File: config.mk
export PLATFORM = sky130hd
export DESIGN_NAME = SmartBikeTelemetry
export DESIGN_NICKNAME = d
export VERILOG_FILES = /design/src/common/bikePkg.sv /design/src/hdl/SmartBikeTelemetry.sv /design/src/hdl/uartTx.sv /design/src/hdl/telemetryArbiter.sv /design/src/rpm/rpmCounter.sv /design/src/lights/lightController.sv
export SDC_FILE = /design/constraint.sdc
export NUM_CORES = 1
export LEC_CHECK = 0
export BUFFER_PORTS_ARGS = -buffer_cell sky130_fd_sc_hd__buf_2
export CAP_MARGIN = 10
export CORE_ASPECT_RATIO = 0.5
export CORE_UTILIZATION = 50
export CTS_CLUSTER_SIZE = 24
export DETAILED_ROUTE_END_ITERATION = 6
export PLACE_DENSITY_LB_ADDON = 0.08
export SETUP_SLACK_MARGIN = 0.15
export SLEW_MARGIN = 5
export SYNTH_ARGS = -nofsm -noshare
export SYNTH_HDL_FRONTEND = slang
export SYNTH_SLANG_ARGS = --single-unit
File: constraint.sdc
create_clock -name CLOCK_50 -period 2.2 [get_ports CLOCK_50]
set_clock_uncertainty 0.15 [all_clocks]
set_input_delay 0.55 -clock CLOCK_50 [delete_from_list [all_inputs] [get_ports CLOCK_50]]
set_output_delay 0.55 -clock CLOCK_50 [all_outputs]
set_load 0.01 [all_outputs]
File: src/common/bikePkg.sv
// Frame field widths, frame tag bytes and lamp-status bit positions
package bikePkg;

	// Frame field widths
	localparam int tagWidth = 8;
	localparam int valueWidth = 8;

	// Tag bytes, printable ASCII so a serial terminal shows them
	// 'L' for lamp status
	localparam logic [tagWidth-1:0] tagLights = 8'h4C;
	// 'S' for speed
	localparam logic [tagWidth-1:0] tagSpeed = 8'h53;

	// Lamp-status value bits
	// Each bit is the debounced switch, not the blinking lamp
	// Bits 7 to 4 stay zero
	localparam int lampLeft = 0;
	localparam int lampRight = 1;
	localparam int lampHead = 2;
	localparam int lampBrake = 3;

endpackage
File: src/hdl/SmartBikeTelemetry.sv
// Telemetry and lighting top level: lamps, wheel speed, arbiter, UART
`timescale 1ns/100ps

module SmartBikeTelemetry #(
	// 10 ms at 50 MHz
	parameter int DebounceCycles = 500_000,
	// About 1.5 Hz blink
	parameter int BlinkHalfPeriod = 16_666_667,
	// One second speed window
	parameter int GateCycles = 50_000_000,
	// 115200 baud
	parameter int BitCycles = 434
) (
	input	logic		CLOCK_50,
	input	logic		rstN,
	input	logic		leftBlinker,
	input	logic		rightBlinker,
	input	logic		headLight,
	input	logic		brakes,
	input	logic		blips,
	output	logic		leftBlinkerOut,
	output	logic		rightBlinkerOut,
	output	logic		headLightOut,
	output	logic		brakeLightOut,
	output	logic		txd
);
	import bikePkg::*;

	// Requester handshakes
	logic						lightReq;
	logic						lightAck;
	logic	[valueWidth-1:0]	lightValue;
	logic						speedReq;
	logic						speedAck;
	logic	[valueWidth-1:0]	speedValue;

	// Arbiter to transmitter
	logic						start;
	logic						busy;
	logic	[tagWidth-1:0]		frameTag;
	logic	[valueWidth-1:0]	frameValue;

	// Lamp switches and lamp-status frames
	lightController #(
		.DebounceCycles(DebounceCycles),
		.BlinkHalfPeriod(BlinkHalfPeriod)
	) lights (
		.CLOCK_50(CLOCK_50),
		.rstN(rstN),
		.leftBlinker(leftBlinker),
		.rightBlinker(rightBlinker),
		.headLight(headLight),
		.brakes(brakes),
		.leftBlinkerOut(leftBlinkerOut),
		.rightBlinkerOut(rightBlinkerOut),
		.headLightOut(headLightOut),
		.brakeLightOut(brakeLightOut),
		.req(lightReq),
		.ack(lightAck),
		.value(lightValue)
	);

	// Wheel speed
	rpmCounter #(
		.GateCycles(GateCycles)
	) rpm (
		.CLOCK_50(CLOCK_50),
		.rstN(rstN),
		.blips(blips),
		.req(speedReq),
		.ack(speedAck),
		.value(speedValue)
	);

	// Shared transmitter access
	telemetryArbiter arbiter (
		.CLOCK_50(CLOCK_50),
		.rstN(rstN),
		.lightReq(lightReq),
		.lightAck(lightAck),
		.lightValue(lightValue),
		.speedReq(speedReq),
		.speedAck(speedAck),
		.speedValue(speedValue),
		.start(start),
		.tag(frameTag),
		.value(frameValue),
		.busy(busy)
	);

	// Phone link
	uartTx #(
		.BitCycles(BitCycles)
	) phoneTx (
		.CLOCK_50(CLOCK_50),
		.rstN(rstN),
		.start(start),
		.tag(frameTag),
		.value(frameValue),
		.busy(busy),
		.txd(txd)
	);

endmodule

File: src/hdl/uartTx.sv
// Two-byte 8N1 frame serializer with busy flag
`timescale 1ns/100ps

module uartTx #(
	parameter int BitCycles = 4
) (
	input	logic								CLOCK_50,
	input	logic								rstN,
	input	logic								start,
	input	logic	[bikePkg::tagWidth-1:0]		tag,
	input	logic	[bikePkg::valueWidth-1:0]	value,
	output	logic								busy,
	output	logic								txd
);
	import bikePkg::*;

	// Start and stop bit around each byte
	localparam int FrameBits = tagWidth + valueWidth + 4;
	localparam int CntWidth = $clog2(BitCycles + 1);
	localparam int IdxWidth = $clog2(FrameBits);

	logic	[FrameBits-2:0]		shiftReg;
	logic	[CntWidth-1:0]		cycleCnt;
	logic	[IdxWidth-1:0]		bitIdx;
	logic						bitEnd;

	// Last clock of the current bit
	assign bitEnd = (cycleCnt == CntWidth'(BitCycles - 1));

	always_ff @(posedge CLOCK_50) begin
		if (!rstN) begin
			busy <= 1'b0;
			txd <= 1'b1;
			cycleCnt <= '0;
			bitIdx <= '0;
		end else if (!busy) begin
			// Start bit goes straight out
			if (start) begin
				busy <= 1'b1;
				txd <= 1'b0;
				cycleCnt <= '0;
				bitIdx <= '0;
			end
		end else if (bitEnd) begin
			cycleCnt <= '0;
			if (bitIdx == IdxWidth'(FrameBits - 1)) begin
				// Second stop bit done
				busy <= 1'b0;
				txd <= 1'b1;
			end else begin
				bitIdx <= bitIdx + 1'b1;
				txd <= shiftReg[0];
			end
		end else begin
			cycleCnt <= cycleCnt + 1'b1;
		end
	end

	// Rest of the frame after the first start bit, LSB first
	// Ones shift in behind so the line idles high
	always_ff @(posedge CLOCK_50) begin
		if (!busy && start) begin
			shiftReg <= {1'b1, value, 1'b0, 1'b1, tag};
		end else if (busy && bitEnd) begin
			shiftReg <= {1'b1, shiftReg[FrameBits-2:1]};
		end
	end

endmodule

File: src/hdl/telemetryArbiter.sv
// Two-requester four-phase arbiter with alternating priority, feeds the UART
`timescale 1ns/100ps

module telemetryArbiter (
	input	logic								CLOCK_50,
	input	logic								rstN,
	input	logic								lightReq,
	output	logic								lightAck,
	input	logic	[bikePkg::valueWidth-1:0]	lightValue,
	input	logic								speedReq,
	output	logic								speedAck,
	input	logic	[bikePkg::valueWidth-1:0]	speedValue,
	output	logic								start,
	output	logic	[bikePkg::tagWidth-1:0]		tag,
	output	logic	[bikePkg::valueWidth-1:0]	value,
	input	logic								busy
);
	import bikePkg::*;

	logic		lightWaiting;
	logic		speedWaiting;
	logic		canStart;
	logic		pickSpeed;
	logic		launch;
	logic		lastSpeed;

	// Open request not yet acknowledged
	assign lightWaiting = lightReq & ~lightAck;
	assign speedWaiting = speedReq & ~speedAck;

	// busy rises one cycle after start, so start itself also blocks
	assign canStart = ~busy & ~start;

	// Speed wins alone, or on a tie when lights went last
	assign pickSpeed = speedWaiting & (~lightWaiting | ~lastSpeed);
	assign launch = canStart & (lightWaiting | speedWaiting);

	always_ff @(posedge CLOCK_50) begin
		if (!rstN) begin
			start <= 1'b0;
			lightAck <= 1'b0;
			speedAck <= 1'b0;
			// Lights first after reset
			lastSpeed <= 1'b1;
		end else begin
			start <= 1'b0;
			// Return to zero once req has dropped
			if (lightAck && !lightReq) begin
				lightAck <= 1'b0;
			end
			if (speedAck && !speedReq) begin
				speedAck <= 1'b0;
			end
			// Ack rises together with start
			if (launch) begin
				start <= 1'b1;
				lastSpeed <= pickSpeed;
				if (pickSpeed) begin
					speedAck <= 1'b1;
				end else begin
					lightAck <= 1'b1;
				end
			end
		end
	end

	// Frame bytes, tag chosen by the port that won
	always_ff @(posedge CLOCK_50) begin
		if (launch) begin
			tag <= pickSpeed ? tagSpeed : tagLights;
			value <= pickSpeed ? speedValue : lightValue;
		end
	end

endmodule

File: src/rpm/rpmCounter.sv
// Wheel blip counter over a fixed gate window with speed-frame requester
`timescale 1ns/100ps

module rpmCounter #(
	parameter int GateCycles = 400
) (
	input	logic								CLOCK_50,
	input	logic								rstN,
	input	logic								blips,
	output	logic								req,
	input	logic								ack,
	output	logic	[bikePkg::valueWidth-1:0]	value
);
	import bikePkg::*;

	localparam int GateWidth = $clog2(GateCycles + 1);
	localparam logic [valueWidth-1:0] MaxCount = '1;

	logic	[1:0]				blipSync;
	logic						blipPrev;
	logic						blipEdge;
	logic	[GateWidth-1:0]		gateCnt;
	logic						gateEnd;
	logic	[valueWidth-1:0]	count;
	logic	[valueWidth-1:0]	nextCount;

	// Synchronizer plus one stage for edge detect
	always_ff @(posedge CLOCK_50) begin
		if (!rstN) begin
			blipSync <= '0;
			blipPrev <= 1'b0;
		end else begin
			blipSync <= {blipSync[0], blips};
			blipPrev <= blipSync[1];
		end
	end

	assign blipEdge = blipSync[1] & ~blipPrev;

	// Saturating count, a blip in the last cycle still belongs to this window
	assign nextCount = (blipEdge && count != MaxCount) ? count + 1'b1 : count;
	assign gateEnd = (gateCnt == GateWidth'(GateCycles - 1));

	// Gate window and blip count
	always_ff @(posedge CLOCK_50) begin
		if (!rstN) begin
			gateCnt <= '0;
			count <= '0;
		end else if (gateEnd) begin
			gateCnt <= '0;
			count <= '0;
		end else begin
			gateCnt <= gateCnt + 1'b1;
			count <= nextCount;
		end
	end

	// Requester side
	// Window result dropped while the last handshake is still open
	always_ff @(posedge CLOCK_50) begin
		if (!rstN) begin
			req <= 1'b0;
		end else if (req) begin
			if (ack) begin
				req <= 1'b0;
			end
		end else if (gateEnd && !ack) begin
			req <= 1'b1;
		end
	end

	// Result held while req is high
	always_ff @(posedge CLOCK_50) begin
		if (!req && gateEnd && !ack) begin
			value <= nextCount;
		end
	end

endmodule

File: src/lights/lightController.sv
// Switch debouncer, blinker timer, lamp drive and lamp-status requester
`timescale 1ns/100ps

module lightController #(
	parameter int DebounceCycles = 4,
	parameter int BlinkHalfPeriod = 16
) (
	input	logic								CLOCK_50,
	input	logic								rstN,
	input	logic								leftBlinker,
	input	logic								rightBlinker,
	input	logic								headLight,
	input	logic								brakes,
	output	logic								leftBlinkerOut,
	output	logic								rightBlinkerOut,
	output	logic								headLightOut,
	output	logic								brakeLightOut,
	output	logic								req,
	input	logic								ack,
	output	logic	[bikePkg::valueWidth-1:0]	value
);
	import bikePkg::*;

	localparam int NumSw = 4;
	localparam int DbWidth = $clog2(DebounceCycles + 1);
	localparam int BlinkWidth = $clog2(BlinkHalfPeriod + 1);

	logic	[NumSw-1:0]			rawSw;
	logic	[NumSw-1:0]			syncA;
	logic	[NumSw-1:0]			syncB;
	logic	[NumSw-1:0]			dbSw;
	logic	[NumSw-1:0]			accept;
	logic	[DbWidth-1:0]		stableCnt [NumSw];
	logic	[BlinkWidth-1:0]	blinkCnt;
	logic						blinkPhase;
	logic						blinkStart;
	logic	[valueWidth-1:0]	curStatus;

	// Switches ordered by lamp-status bit
	assign rawSw[lampLeft] = leftBlinker;
	assign rawSw[lampRight] = rightBlinker;
	assign rawSw[lampHead] = headLight;
	assign rawSw[lampBrake] = brakes;

	// Two-flop synchronizers
	always_ff @(posedge CLOCK_50) begin
		if (!rstN) begin
			syncA <= '0;
			syncB <= '0;
		end else begin
			syncA <= rawSw;
			syncB <= syncA;
		end
	end

	// New level held for DebounceCycles+1 cycles
	always_comb begin
		for (int i = 0; i < NumSw; i++) begin
			accept[i] = (syncB[i] != dbSw[i]) && (stableCnt[i] == DbWidth'(DebounceCycles));
		end
	end

	// Per-switch stable counters
	// Any glitch back to the old level restarts the count
	always_ff @(posedge CLOCK_50) begin
		if (!rstN) begin
			dbSw <= '0;
			for (int i = 0; i < NumSw; i++) begin
				stableCnt[i] <= '0;
			end
		end else begin
			for (int i = 0; i < NumSw; i++) begin
				if (syncB[i] == dbSw[i] || accept[i]) begin
					stableCnt[i] <= '0;
				end else begin
					stableCnt[i] <= stableCnt[i] + 1'b1;
				end
				if (accept[i]) begin
					dbSw[i] <= syncB[i];
				end
			end
		end
	end

	// Either blinker just switched on
	assign blinkStart = (accept[lampLeft] & syncB[lampLeft]) |
		(accept[lampRight] & syncB[lampRight]);

	// Shared blink timer, restarts in the on phase
	always_ff @(posedge CLOCK_50) begin
		if (!rstN) begin
			blinkCnt <= '0;
			blinkPhase <= 1'b1;
		end else if (blinkStart || !(dbSw[lampLeft] | dbSw[lampRight])) begin
			blinkCnt <= '0;
			blinkPhase <= 1'b1;
		end else if (blinkCnt == BlinkWidth'(BlinkHalfPeriod - 1)) begin
			blinkCnt <= '0;
			blinkPhase <= ~blinkPhase;
		end else begin
			blinkCnt <= blinkCnt + 1'b1;
		end
	end

	// Lamp drive
	assign leftBlinkerOut = dbSw[lampLeft] & blinkPhase;
	assign rightBlinkerOut = dbSw[lampRight] & blinkPhase;
	assign headLightOut = dbSw[lampHead];
	assign brakeLightOut = dbSw[lampBrake];

	// Status byte, upper bits zero
	assign curStatus = {{(valueWidth - NumSw){1'b0}}, dbSw};

	// Requester side of the handshake
	// value doubles as the last status sent
	always_ff @(posedge CLOCK_50) begin
		if (!rstN) begin
			req <= 1'b0;
			value <= '0;
		end else if (req) begin
			if (ack) begin
				req <= 1'b0;
			end
		end else if (!ack && curStatus != value) begin
			// Capture and hold until ack
			req <= 1'b1;
			value <= curStatus;
		end
	end

endmodule

==> results.py <==
metrics = {
    "logic_synthesis": {
        "syn_avg_cell_area_um2": 10.2,
        "async_flop_share_pct": 0,
        "ys_types": 50,
        "synthTopCellsByArea": "edfxtp_1 (34%), dfxtp_1 (21%), xor2_1 (7.2%), nor2_1 (6.7%), xnor2_1 (4.5%)",
        "yosysTopAreaCell": "edfxtp_1",
        "netlist_instances": 964,
        "ys.flop_type": "edfxtp_1",
        "yosysWarnings": 0,
        "synth_edf_count": 110,
        "synth-seq-area-share_pct": 54.5,
        "synth_top_area_share_pct": 33.7,
        "ys_ff_latch": 212,
        "synth_area_um2": 9810,
    },
    "route": {
        "vias": 7309,
        "drc_errors": 0,
        "wl_per_cell_um": 14.1,
        "dr.pass1.iters": 5,
        "drtIter0Drc": 302,
        "vias_per_cell": 5.13,
        "drt-total-wl_mm": 20.1,
        "antenna_left": 0,
    },
    "sta": {
        "hold_viol_final": 0,
        "setup_violations": 0,
        "hold-worst-slack_ns": 0.121,
        "fin_setup_tns_ns": 0,
        "slew_headroom_pct": 43.9,
        "tightest_slew_ns": 0.838,
        "fmax_ghz": 0.473,
        "fin_crit_sh_pct": 96.2,
        "grt_setup_unrepaired": "yes",
        "maxSlewViolCount": 0,
        "fin_crit_ns": 2.12,
    },
    "critical_path": {
        "arrival_ns": 2.21,
        "crit_family": "simple AND/OR/NAND/NOR gates",
        "crit_type": "flip-flop to flip-flop",
        "crit_required_ns": 2.29,
        "critical_path.endpoint_type": "flip-flop",
        "crit_buf_inv": 0,
        "path_max_fanout": 5,
        "cpPeakStageDelay_ns": 0.52,
        "critPathLaunchType": "flip-flop",
        "cp_cell_sequence": "or4_1, or4_4, nand3_4, nor2_1",
        "slowest_stage": "or4_1",
    },
    "floorplan": {
        "fp.dieW_um": 200,
        "io_pins": 12,
        "core_um2": 18800,
        "initial_utilization_pct": 52.2,
        "die_h_um": 101,
        "dieArea_um2": 20200,
        "row_count": 35,
    },
    "finish": {
        "nNetsFinal": 1173,
        "area_delta_synth_final_pct": 28.9,
        "multi_input_area_um2": 5130,
        "num_antenna_cells": 0,
        "register_area_um2": 5350,
        "layout_commonest_cell": "nor2_1",
        "layoutNonFillerInstCount": 1424,
        "mostFrequentLayoutCells": "nor2_1 (125), edfxtp_1 (110), dfxtp_1 (99), buf_4 (81), xor2_1 (78)",
        "layout-drive-gt1-share_pct": 21.6,
        "fillers": 1420,
    },
    "clock_network": {
        "clk_latency_ns": 0.49,
        "clkSlewWorstSetupHoldPaths_ns": 0.07,
        "cts_buffers": 20,
        "tritoncts": "yes",
        "htreeDepth": 1,
        "cts_root_buf": "clkbuf_16",
        "clockBufferDepth": 3,
        "clock_sinks": 212,
    },
    "outcome": {
        "outcome": "finished clean",
    },
    "pwr": {
        "total_power_w": 0.00843,
        "worst_ir_drop_vdd_v": 0.000541,
        "powerDensity_nw_per_um2": 667,
        "leakage_nw": 4.58,
    },
    "global_routing": {
        "met3_usage_pct": 3.25,
        "overflow": 0,
        "grt_usage_pct": 19.3,
        "grt_use_met1_pct": 26.2,
        "grt_pass1_vias": 6729,
        "grt_use_met2_pct": 32.4,
        "busiest_layer": "met2",
        "antenna_found_initial": 0,
        "grt_max_degree": 21,
        "grt_pass1_wl_mm": 31.6,
    },
    "placement": {
        "dp_hpwl_mm": 12.6,
        "dp_cells": 1344,
        "port_buffers": 11,
        "gp_congestion": 0.794,
    },
    "hold_path": {
        "hold_class": "input port to flip-flop",
    },
    "run": {
        "max-cap-violations": 0,
    },
}
cell usage after synthesis, types with 6 or more instances:
| master | instances |
|---|---|
| xnor2_1 | 50 |
| edfxtp_1 | 110 |
| inv_1 | 30 |
| mux2_2 | 6 |
| buf_4 | 6 |
| nor3_1 | 19 |
| nand4_1 | 42 |
| ha_1 | 15 |
| a22o_1 | 12 |
| a21oi_1 | 11 |
| and2_1 | 27 |
| dfxtp_1 | 102 |
| nand2_1 | 69 |
| xor2_1 | 81 |
| o21ai_0 | 20 |
| nor4_1 | 12 |
| nand3_1 | 62 |
| nor2_1 | 176 |
| nor2b_1 | 9 |
| clkbuf_1 | 13 |
| and3_1 | 23 |
kinds of logic (layout without fill, tap and decap cells):
| logic type | count (synthesis) | after routing | synth area share [%] |
|---|---|---|---|
| buffers and inverters | 56 | 176 | 2.65 |
| DFF | 212 | 212 | 54.5 |
| muxes | 10 | 10 | 1.10 |
| AOI/OAI and AO/OA | 60 | 60 | 3.92 |
| other | 1 | 76 | 0.0382 |
| xor gates and xnor gates | 131 | 131 | 11.7 |
| and+or+nand+nor | 479 | 485 | 24.2 |
| adders and majority gates | 15 | 15 | 1.91 |
metal layers:
layer / vias up / part of all wire [%] / wire [um]
met5: - / 0 / 0
met4: 0 / 1.3 / 270
met3: 26 / 2.8 / 557
met2: 100 / 48 / 9580
met1: 3501 / 48 / 9650
li1: 3682 / - / -
final timing paths:
path | startpoint | endpoint | slack [ns] | cells past startpoint
worst max-delay path | lights.stableCnt[2][10] | lights.stableCnt[2][13] | 0.08 | 4
worst min-delay path | leftBlinker | lights.syncA[0] | 0.12 | 2
worst max register to register | lights.stableCnt[2][10] | lights.stableCnt[2][13] | 0.08 | 4
worst min register to register | lights.syncA[2] | lights.syncB[2] | 0.28 | 1
cell type report:
| type | count | area share, % |
|---|---|---|
| Multi-Input combinational cell | 777 | 40.6 |
| Tap cell | 259 | 2.56 |
| Timing Repair Buffer | 110 | 7.89 |
| Clock inverter | 13 | 1.36 |
| Clock buffer | 23 | 4.37 |
| Inverter | 30 | 0.891 |
| Sequential cell | 212 | 42.3 |
sequential cells by signal (all words and copies together), names as in the netlist, 4 cells and up:
signal	flops
lights.stableCnt	76
rpm.gateCnt	26
lights.blinkCnt	24
phoneTx.shiftReg	18
phoneTx.cycleCnt	9
arbiter.value	8
rpm.count	8
rpm.value	8
phoneTx.bitIdx	5
lights.dbSw	4
lights.syncA	4
lights.syncB	4
lights.value	4
power by group:
group / internal, W / total, W / switching, W
Combinational: 0.000152 / 0.000337 / 0.000185
Clock: 0.00228 / 0.00380 / 0.00152
Sequential: 0.00422 / 0.00430 / 0.0000734
repair_timing:
| item | 4_1_cts | 5_1_grt |
|---|---|---|
| buffers inserted | 7 | 22 |
| endpoints found under the setup margin | 100 | 148 |
| hold buffers | 0 | 0 |
| cloned | 6 | 9 |
| pin swaps | 7 | 75 |
| gates resized for setup | 12 | 118 |
per-stage QoR:
| step | worst slack [ns] | area (um2) | util, % |
|---|---|---|---|
| 5_1_grt | 0.0110 | 12600 | 67.3 |
| 4_1_cts | 0.0711 | 11800 | 62.9 |
| 2_1_floorplan | 0.0862 | 10100 | - |
| 3_5_place_dp | 0.0276 | 10900 | 58.0 |
| 6_report | 0.0844 | 12600 | 67.3 |
| 3_3_place_gp | 0.0813 | 10900 | 58.0 |
Power figures use the tool's default switching activity.
